`src/include/bfp_params.svh`:
```
`ifndef BFP_PARAMS_SVH
`define BFP_PARAMS_SVH

// lanes per row as a power of two
`define MAT_SIZE 16

// --------------------
// ieee-754 single precision fields
// --------------------
`define FP_DATA_W 32
`define FP_EXP_W 8
`define FP_MANT_W 23

// --------------------
// quantized lane
// --------------------
// signed with one sign bit
`define Q_W 8

`endif

```
`src/hdl/bfp_pkg.sv`:
```
`default_nettype none

`include "bfp_params.svh"

package bfp_pkg;

    // raw float word and its fields
    typedef logic [`FP_DATA_W-1:0] fp_word_t;
    typedef logic [`FP_EXP_W-1:0] fp_exp_t;
    typedef logic [`FP_MANT_W-1:0] fp_mant_t;

    // one block-floating-point lane in two's complement
    typedef logic signed [`Q_W-1:0] q_word_t;

    // --------------------
    // controller states
    // --------------------
    typedef enum logic [1:0] {
        ST_LOAD,
        ST_CONVERT,
        ST_EMIT
    } ctrl_state_t;

endpackage

`default_nettype wire

```
`src/hdl/row_buffer.sv`:
```
`default_nettype none

`include "bfp_params.svh"

module row_buffer (
    input  wire                               clk,
    input  wire                               reset,
    input  wire                               load_en,
    input  wire bfp_pkg::fp_word_t            word,
    output logic [`MAT_SIZE*`FP_DATA_W-1:0]   row_data
);

    import bfp_pkg::*;

    // lane 0 holds the oldest word of the row
    fp_word_t lanes [`MAT_SIZE];

    // --------------------
    // shift register
    // --------------------
    always_ff @(posedge clk) begin
        if (reset) begin
            for (int i = 0; i < `MAT_SIZE; i++) begin
                lanes[i] <= '0;
            end
        end else if (load_en) begin
            // everything moves one lane down
            for (int i = 0; i < `MAT_SIZE - 1; i++) begin
                lanes[i] <= lanes[i+1];
            end
            // newest word enters at the top
            lanes[`MAT_SIZE-1] <= word;
        end
    end

    // --------------------
    // pack lanes into the row vector
    // --------------------
    // lane i sits at bit i*FP_DATA_W
    for (genvar i = 0; i < `MAT_SIZE; i++) begin : g_pack
        assign row_data[i*`FP_DATA_W +: `FP_DATA_W] = lanes[i];
    end

endmodule

`default_nettype wire

```
`src/hdl/max_finder.sv`:
```
`default_nettype none

`include "bfp_params.svh"

module max_finder #(
    parameter int MAT_SIZE  = `MAT_SIZE,
    parameter int FP_DATA_W = `FP_DATA_W,
    parameter int FP_EXP_W  = `FP_EXP_W,
    parameter int FP_MANT_W = `FP_MANT_W
) (
    input  wire [MAT_SIZE*FP_DATA_W-1:0]  data,
    output bfp_pkg::fp_exp_t              max_exp,
    output bfp_pkg::fp_mant_t             max_mant
);

    localparam int STAGES = $clog2(MAT_SIZE);
    // every level of the tree stored back to back with the root last
    localparam int NODES = 2 * MAT_SIZE - 1;
    localparam int FIELD_W = FP_EXP_W + FP_MANT_W;

    logic [FP_EXP_W-1:0]  node_exp  [NODES];
    logic [FP_MANT_W-1:0] node_mant [NODES];

    // --------------------
    // 2:1 magnitude compare
    // --------------------
    // exponent first, then hidden bit plus fraction
    // a full tie keeps the lower lane (side a)
    function automatic logic [FIELD_W-1:0] pick(
        input logic [FP_EXP_W-1:0]  exp_a,
        input logic [FP_MANT_W-1:0] mant_a,
        input logic [FP_EXP_W-1:0]  exp_b,
        input logic [FP_MANT_W-1:0] mant_b
    );
        logic [FP_MANT_W:0] sig_a;
        logic [FP_MANT_W:0] sig_b;
        sig_a = {(exp_a != '0), mant_a};
        sig_b = {(exp_b != '0), mant_b};
        if (exp_a > exp_b) begin
            pick = {exp_a, mant_a};
        end else if (exp_b > exp_a) begin
            pick = {exp_b, mant_b};
        end else if (sig_a >= sig_b) begin
            pick = {exp_a, mant_a};
        end else begin
            pick = {exp_b, mant_b};
        end
    endfunction

    // --------------------
    // leaves
    // --------------------
    for (genvar i = 0; i < MAT_SIZE; i++) begin : g_leaf
        logic [FP_DATA_W-1:0] lane;

        assign lane = data[i*FP_DATA_W +: FP_DATA_W];
        // sign bit is simply not looked at
        assign node_exp[i]  = lane[FIELD_W-1 -: FP_EXP_W];
        assign node_mant[i] = lane[FP_MANT_W-1:0];
    end

    // --------------------
    // reduction tree
    // --------------------
    for (genvar s = 0; s < STAGES; s++) begin : g_stage
        // start of this level's inputs and outputs in the node array
        localparam int IN_BASE  = 2 * MAT_SIZE - ((2 * MAT_SIZE) >> s);
        localparam int OUT_BASE = 2 * MAT_SIZE - (MAT_SIZE >> s);
        localparam int N_OUT    = MAT_SIZE >> (s + 1);

        for (genvar p = 0; p < N_OUT; p++) begin : g_pair
            logic [FIELD_W-1:0] win;

            assign win = pick(node_exp[IN_BASE+2*p], node_mant[IN_BASE+2*p],
                              node_exp[IN_BASE+2*p+1], node_mant[IN_BASE+2*p+1]);
            assign node_exp[OUT_BASE+p]  = win[FIELD_W-1 -: FP_EXP_W];
            assign node_mant[OUT_BASE+p] = win[FP_MANT_W-1:0];
        end
    end

    // raw fields of the winning lane
    assign max_exp  = node_exp[NODES-1];
    assign max_mant = node_mant[NODES-1];

endmodule

`default_nettype wire

```
`src/hdl/bfp_converter.sv`:
```
`default_nettype none

`include "bfp_params.svh"

module bfp_converter (
    input  wire                               clk,
    input  wire                               reset,
    input  wire                               convert_en,
    input  wire [`MAT_SIZE*`FP_DATA_W-1:0]    row_data,
    input  wire bfp_pkg::fp_exp_t             max_exp,
    input  wire bfp_pkg::fp_mant_t            max_mant,
    output logic [`MAT_SIZE*`Q_W-1:0]         q_data,
    output bfp_pkg::fp_exp_t                  shared_exp,
    output bfp_pkg::fp_mant_t                 shared_mant
);

    import bfp_pkg::*;

    // magnitude bits kept per lane
    localparam int MAG_W = `Q_W - 1;

    logic [`MAT_SIZE*`Q_W-1:0] q_next;

    // --------------------
    // per-lane alignment
    // --------------------
    for (genvar i = 0; i < `MAT_SIZE; i++) begin : g_lane
        fp_word_t             lane_word;
        fp_exp_t              lane_exp;
        logic [`FP_MANT_W:0]  lane_sig;
        logic [MAG_W-1:0]     top_bits;
        fp_exp_t              shift;
        logic [MAG_W-1:0]     mag;
        q_word_t              pos;
        q_word_t              q_lane;

        assign lane_word = row_data[i*`FP_DATA_W +: `FP_DATA_W];
        assign lane_exp  = lane_word[`FP_DATA_W-2 -: `FP_EXP_W];

        // hidden bit is zero for subnormals
        assign lane_sig = {(lane_exp != '0), lane_word[`FP_MANT_W-1:0]};
        assign top_bits = lane_sig[`FP_MANT_W -: MAG_W];

        // max_exp never lies below a lane exponent
        assign shift = max_exp - lane_exp;

        // truncating shift; everything is gone past MAG_W
        assign mag = (shift >= fp_exp_t'(MAG_W)) ? '0 : (top_bits >> shift);

        assign pos    = {1'b0, mag};
        assign q_lane = lane_word[`FP_DATA_W-1] ? -pos : pos;

        assign q_next[i*`Q_W +: `Q_W] = q_lane;
    end

    // --------------------
    // output register
    // --------------------
    // loaded once per row, held through the emit cycle
    always_ff @(posedge clk) begin
        if (reset) begin
            q_data      <= '0;
            shared_exp  <= '0;
            shared_mant <= '0;
        end else if (convert_en) begin
            q_data      <= q_next;
            shared_exp  <= max_exp;
            shared_mant <= max_mant;
        end
    end

endmodule

`default_nettype wire

```
`src/hdl/bfp_ctrl.sv`:
```
`default_nettype none

`include "bfp_params.svh"

module bfp_ctrl (
    input  wire   clk,
    input  wire   reset,
    input  wire   in_valid,
    output logic  load_en,
    output logic  convert_en,
    output logic  busy,
    output logic  out_valid
);

    import bfp_pkg::*;

    localparam int CNT_W = $clog2(`MAT_SIZE);

    ctrl_state_t        state;
    ctrl_state_t        state_next;
    logic [CNT_W-1:0]   word_cnt;
    logic               last_word;

    // --------------------
    // strobes
    // --------------------
    // busy still covers the first load cycle after emit
    assign load_en    = in_valid && (state == ST_LOAD) && !busy;
    assign last_word  = load_en && (word_cnt == CNT_W'(`MAT_SIZE - 1));
    assign convert_en = (state == ST_CONVERT);

    // --------------------
    // next state
    // --------------------
    always_comb begin
        state_next = state;
        case (state)
            ST_LOAD: begin
                if (last_word) begin
                    state_next = ST_CONVERT;
                end
            end
            ST_CONVERT: state_next = ST_EMIT;
            ST_EMIT:    state_next = ST_LOAD;
            default:    state_next = ST_LOAD;
        endcase
    end

    // --------------------
    // registers
    // --------------------
    always_ff @(posedge clk) begin
        if (reset) begin
            state     <= ST_LOAD;
            word_cnt  <= '0;
            busy      <= 1'b0;
            out_valid <= 1'b0;
        end else begin
            state <= state_next;
            // wraps back to zero on the last word of a row
            if (load_en) begin
                word_cnt <= last_word ? '0 : word_cnt + 1'b1;
            end
            // both flags trail the state by one cycle
            busy      <= (state != ST_LOAD);
            out_valid <= (state == ST_EMIT);
        end
    end

endmodule

`default_nettype wire

```
`src/hdl/bfp_quantizer_top.sv`:
```
`default_nettype none

`include "bfp_params.svh"

module bfp_quantizer_top (
    input  wire                               clk,
    input  wire                               reset,
    input  wire                               in_valid,
    input  wire bfp_pkg::fp_word_t            in_data,
    output logic                              busy,
    output logic                              out_valid,
    output bfp_pkg::fp_exp_t                  out_exp,
    output bfp_pkg::fp_mant_t                 out_max_mant,
    output logic [`MAT_SIZE*`Q_W-1:0]         out_data
);

    import bfp_pkg::*;

    logic                              load_en;
    logic                              convert_en;
    logic [`MAT_SIZE*`FP_DATA_W-1:0]   row_data;
    fp_exp_t                           max_exp;
    fp_mant_t                          max_mant;

    // --------------------
    // sequencing
    // --------------------
    bfp_ctrl u_ctrl (
        .clk        (clk),
        .reset      (reset),
        .in_valid   (in_valid),
        .load_en    (load_en),
        .convert_en (convert_en),
        .busy       (busy),
        .out_valid  (out_valid)
    );

    // --------------------
    // datapath
    // --------------------
    row_buffer u_row_buffer (
        .clk      (clk),
        .reset    (reset),
        .load_en  (load_en),
        .word     (in_data),
        .row_data (row_data)
    );

    // shared exponent search
    max_finder #(
        .MAT_SIZE  (`MAT_SIZE),
        .FP_DATA_W (`FP_DATA_W),
        .FP_EXP_W  (`FP_EXP_W),
        .FP_MANT_W (`FP_MANT_W)
    ) u_max_finder (
        .data     (row_data),
        .max_exp  (max_exp),
        .max_mant (max_mant)
    );

    bfp_converter u_converter (
        .clk         (clk),
        .reset       (reset),
        .convert_en  (convert_en),
        .row_data    (row_data),
        .max_exp     (max_exp),
        .max_mant    (max_mant),
        .q_data      (out_data),
        .shared_exp  (out_exp),
        .shared_mant (out_max_mant)
    );

endmodule

`default_nettype wire

```
`config.mk`:
```
export PLATFORM = sky130hd
export DESIGN_NAME = bfp_quantizer_top
export DESIGN_NICKNAME = d
export VERILOG_FILES = /design/src/hdl/bfp_pkg.sv /design/src/hdl/row_buffer.sv /design/src/hdl/max_finder.sv /design/src/hdl/bfp_converter.sv /design/src/hdl/bfp_ctrl.sv /design/src/hdl/bfp_quantizer_top.sv
export VERILOG_INCLUDE_DIRS = /design/src /design/src/include
export SDC_FILE = /design/constraint.sdc
export NUM_CORES = 2
export LEC_CHECK = 0
export ABC_AREA = 1
export BUFFER_PORTS_ARGS = -buffer_cell sky130_fd_sc_hd__buf_2
export CAP_MARGIN = 15
export CORE_ASPECT_RATIO = 0.5
export CORE_MARGIN = 3
export CORE_UTILIZATION = 35
export CTS_CLUSTER_DIAMETER = 30
export DETAILED_ROUTE_END_ITERATION = 6
export MAX_ROUTING_LAYER = met4
export PLACE_DENSITY = 0.51
export SLEW_MARGIN = 20
export SYNTH_ARGS = -nofsm -noshare
export SYNTH_HDL_FRONTEND = slang
export SYNTH_SLANG_ARGS = --single-unit
```
`constraint.sdc`:
```
create_clock -name clk -period 16.8 [get_ports clk]
set_clock_uncertainty 0.15 [all_clocks]
set_input_delay 3.36 -clock clk [delete_from_list [all_inputs] [get_ports clk]]
set_output_delay 3.36 -clock clk [all_outputs]
set_load 0.01 [all_outputs]
```
# == Yosys cells after proc, flatten, opt, wreduce, memory -nomap -nowiden ==
# Memory sizes are Yosys's and may differ from the RTL's.
# Cells that the tools add are included.
# op_classes
n_addsub,33
magnitude_cmp,61
eq_ne,4
n_shift,16
n_mux,101
bitwise,16
n_reduce_logical,36
# ops
operator,count
$mux 31,45
$mux 32,16
$ge 24x24->1,15
$gt 8x8->1,30
$reduce_bool 8->1,30
$ge 8x3->1 const B,16
$mux 8,16
$neg 7->8,16
$shr 7x8->7,16
$sub 8x8->8,16
$mux 7,16
$or 1x1->1,16
$mux 1,5
$add 4x1->4 const B,1
$eq 4x4->1 const B,1
$mux 4,1
$pmux 2 s2,1
$logic_and 1x1->1,3
$eq 2x1->1 const B,1
$eq 2x2->1 const B,1
$logic_not 2->1,1
$mux 2,1
$ne 2x1->1 const B,1
$reduce_bool 2->1,1
$logic_not 1->1,1
# totals
ff_bits,167
ramBits,512
inputBits,35
wordCells,275
mem_count,1
# mem_list
name,words,word_bits,read_ports,rd_clocked_by_memory_dff,wr,line_no,rtl
u_row_buffer.lanes,16,32,16,0,16,row_buffer.sv:16,fp_word_t lanes [`MAT_SIZE];

# == Logic depth before layout (Yosys ltp) ==
# An unclocked memory read counts as a cell.
# logic_depth
word_depth,26
mapped_depth,104

# == Cells and area by module ==
# Synthesis repeated with hierarchy kept, for this count alone.
# unflattened
cells_unflattened,8396
area_unflattened_um2,58481.1
# by_module_without_submodules
mod,n_inst,cells_each,area_per_inst_um2,seq_area_each_um2
row_buffer,1,1596,19824.0,15374.7
bfp_converter,1,3408,19328.5,3183.1
max_finder,1,3343,18965.7,0.0
bfp_ctrl,1,49,362.8,160.2

# == Least setup slack after synthesis ==
# Ideal clock, no wire load.
# synth_timing
path_kind,input-to-reg
from,input port reset
to,memory u_row_buffer.lanes[0][0] in the netlist's numbering (enable)
arrival_time_ns,11.975
setup_slack_ns,0.977
cell_stages,3
cell_sequence,clkbuf_1 > clkinv_1 > nand2_1
# synth_lines
item,line_no,rtl
from (decl),bfp_quantizer_top.sv:7,"input wire reset,"
to (decl),row_buffer.sv:16,

==> results.json <==
{
  "status": "complete, no violations",
  "setup-tns-final_ns": 0,
  "cts_hold_buf": 0,
  "ys.warnings.count": 0,
  "grt_usage_pct": 19.7,
  "reg2regPathDepth": 82,
  "yosysSeqAreaShare_pct": 35.1,
  "cts_made_buffers": 157,
  "initial_core_util_pct": 35.5,
  "syn_to_final_growth_pct": 15.9,
  "yosysTopAreaCellShare_pct": 28.8,
  "cts_tree": "yes",
  "dr_total_vias": 45800,
  "synthArstFlopShare_pct": 0,
  "cts_resized": 0,
  "cpMostUsedCell": "nand2_1",
  "start_kind": "register",
  "clkSinkCount": 679,
  "grt_pass1_vias": 44000,
  "hp-class": "reg -> reg",
  "hold_path_depth": 2,
  "worstPathRequired_ns": 17.28,
  "crit_buf_inv": 14,
  "synthTopCellsByArea": "edfxtp_1 (29%), ha_1 (15%), nand2_1 (10%), inv_1 (7.2%), dfxtp_1 (6.3%)",
  "die_width_um": 558,
  "crit_type": "reg -> reg",
  "io_buffers": 195,
  "layoutNonFillerInstCount": 9377,
  "layout-drive-gt1-share_pct": 9.40,
  "critPathMaxFanout": 61,
  "clock_latency_ns": 0.78,
  "postRouteAntennaNets": 0,
  "gr-total-overflow": 0,
  "first_pass_iters": 6,
  "dieHeight_um": 282,
  "max_cap_viol_count": 0,
  "row_count": 100,
  "setup_viol": 0,
  "multiInputGateArea_um2": 29600,
  "drt_iter0_markers": 3163,
  "rsz0062_at_grt": "no",
  "clk_pin_slew_ns": 0.05,
  "core-area_um2": 150000,
  "die_area_um2": 157000,
  "n_fill_cell": 15400,
  "vias_per_cell": 4.88,
  "place_inst": 9077,
  "drcViolationCount": 0,
  "hold_violations": 0,
  "reg2reg_to": "u_converter.q_data[122]$_SDFFE_PP0N_",
  "cp_slowest_stage_delay_ns": 0.69,
  "holdPathEnd": "u_converter.shared_mant[1]$_SDFFE_PP0N_",
  "maxSlewHeadroom_pct": 27.1,
  "grt_pass1_wl_um": 241000,
  "yosysUniqueCellTypes": 54,
  "syn-num-nets": 7794,
  "period_share_pct": 85.1,
  "ff_latch_area_um2": 18700,
  "cts_setup_buffers": 0,
  "r2r_setup_slack_ns": 2.51,
  "synth_top_cells_by_count": "nand2_1 (1427), inv_1 (1022), nor2_1 (876), o21ai_0 (666), ha_1 (625)",
  "tightest_slew_ns": 1.09,
  "endpoint_kind": "register",
  "postSynthAreaPerCell_um2": 7.49,
  "fmax_mhz": 70.0,
  "cp_slowest_cell": "o21ai_0",
  "grt_start_max_net_pins": 195,
  "synth_most_common_cell": "nand2_1",
  "fin_nets": 7924,
  "synth_edf_count": 512,
  "synthFlopType": "edfxtp_1",
  "drt-total-wl_um": 152000,
  "clock_tree.buffer_depth": 3,
  "synth_cells": 7118,
  "pin_count": 196,
  "clockRootBuffer": "clkbuf_16",
  "synth-seq-cells": 679,
  "htree_levels": 4,
  "antenna_found_initial": 2,
  "period_needed_ns": 14.29,
  "syn_area_um2": 53300,
  "hp-start": "u_converter.shared_mant[1]$_SDFFE_PP0N_",
  "cp_top_family": "simple AND/OR/NAND/NOR gates",
  "post-dp-hpwl_um": 114000,
  "post_drt_wl_per_cell_um": 16.2,
  "yosysTopAreaCell": "edfxtp_1",
  "drv_slew": 0,
  "reg2reg_from": "u_row_buffer.lanes[1][248]$_SDFFCE_PP0P_",
  "arrival_ns": 14.78,
  "gp_congestion": 0.879
}
-- state kept, by name (all words and copies together), names as in the netlist --
register / cells
u_row_buffer.lanes: 512
u_converter.q_data: 128
u_converter.shared_mant: 23
u_converter.shared_exp: 8
u_ctrl.word_cnt: 4
u_ctrl.state: 2
u_ctrl.busy: 1
u_ctrl.out_valid: 1
-- area by class of cell --
| cell class | count | area share, % |
|---|---|---|
| Tap cell | 1989 | 4.03 |
| Multi-Input combinational cell | 5130 | 47.9 |
| Inverter | 1046 | 6.38 |
| Timing Repair Buffer | 234 | 2.14 |
| Clock buffer | 186 | 6.84 |
| Antenna cell | 3 | 0.0122 |
| Clock inverter | 110 | 2.36 |
| Sequential cell | 679 | 30.3 |
-- tightest hold or removal path, delay by kind of cell (launching register included) --
kind	cells	cell delay, ns
AOI/OAI and AO/OA	1	0.05
DFF	1	0.30
and+or+nand+nor	1	0.06
-- through the flow --
step | util [%] | instance area, um2 | worst slack [ns] | hold WS, ns
after CTS | 41.1 | 61700 | 2.35 | 0.312
final | 41.2 | 61800 | 2.51 | 0.310
after global routing | 41.2 | 61800 | 0.775 | 0.325
after detailed placement | 37.4 | 56000 | 2.43 | 0.304
after floorplan | - | 53300 | 0.977 | 0.272
after global placement | 37.4 | 56000 | 2.43 | 0.301
-- worst max path at each step --
| stage | to | start | slack (ns) | depth (start not counted) |
|---|---|---|---|---|
| after floorplan | u_row_buffer.lanes[0][0]$_SDFFCE_PN0P_ | reset | 0.98 | 3 |
| after global placement | u_converter.q_data[4]$_SDFFE_PP0N_ | u_row_buffer.lanes[1][185]$_SDFFCE_PP0P_ | 2.43 | 80 |
| after detailed placement | u_converter.q_data[4]$_SDFFE_PP0N_ | u_row_buffer.lanes[1][247]$_SDFFCE_PP0P_ | 2.43 | 83 |
| after CTS | u_converter.q_data[4]$_SDFFE_PP0N_ | u_row_buffer.lanes[1][247]$_SDFFCE_PP0P_ | 2.35 | 83 |
| after global routing | u_converter.q_data[124]$_SDFFE_PP0N_ | u_row_buffer.lanes[1][248]$_SDFFCE_PP0P_ | 0.78 | 85 |
| final | u_converter.q_data[122]$_SDFFE_PP0N_ | u_row_buffer.lanes[1][248]$_SDFFCE_PP0P_ | 2.51 | 82 |
-- cell usage in the layout, fill, tap and decap left out, types with 30 or more instances in the layout --
cell type / instances
inv_1: 1021
edfxtp_1: 512
dfxtp_1: 167
o21ai_0: 659
nor4_1: 37
nand3_2: 40
xor2_1: 101
buf_2: 194
nand4_1: 182
ha_1: 625
nand3_1: 316
nand2_2: 50
a21oi_1: 454
a21o_1: 30
o211ai_1: 44
nor2_1: 876
o21ai_1: 31
clkbuf_16: 163
nand2_1: 1424
nor3_1: 33
buf_4: 36
-- kinds of logic after synthesis --
kind of cell | count (synthesis) | share of synthesized area [%]
flip-flops | 679 | 35.1
AO/OA/AOI/OAI | 1284 | 12.7
buffers and inverters | 1309 | 9.47
XOR/XNOR | 118 | 1.94
AND/OR/NAND/NOR | 3087 | 25.6
adder cells (fa/ha/maj) | 641 | 15.3
-- per-layer routing --
layer	track usage, %	share of wire [%]	up-vias	wire length [um]
met2	30.7	44	719	67500
met1	27.0	50	20800	75800
met3	2.67	3.8	185	5810
met4	5.08	1.8	0	2800
li1	-	-	24000	-
met5	-	0	-	0
Power is not shown: default switching activity piles up to over one toggle a cycle in this logic, so the estimate is an artifact.
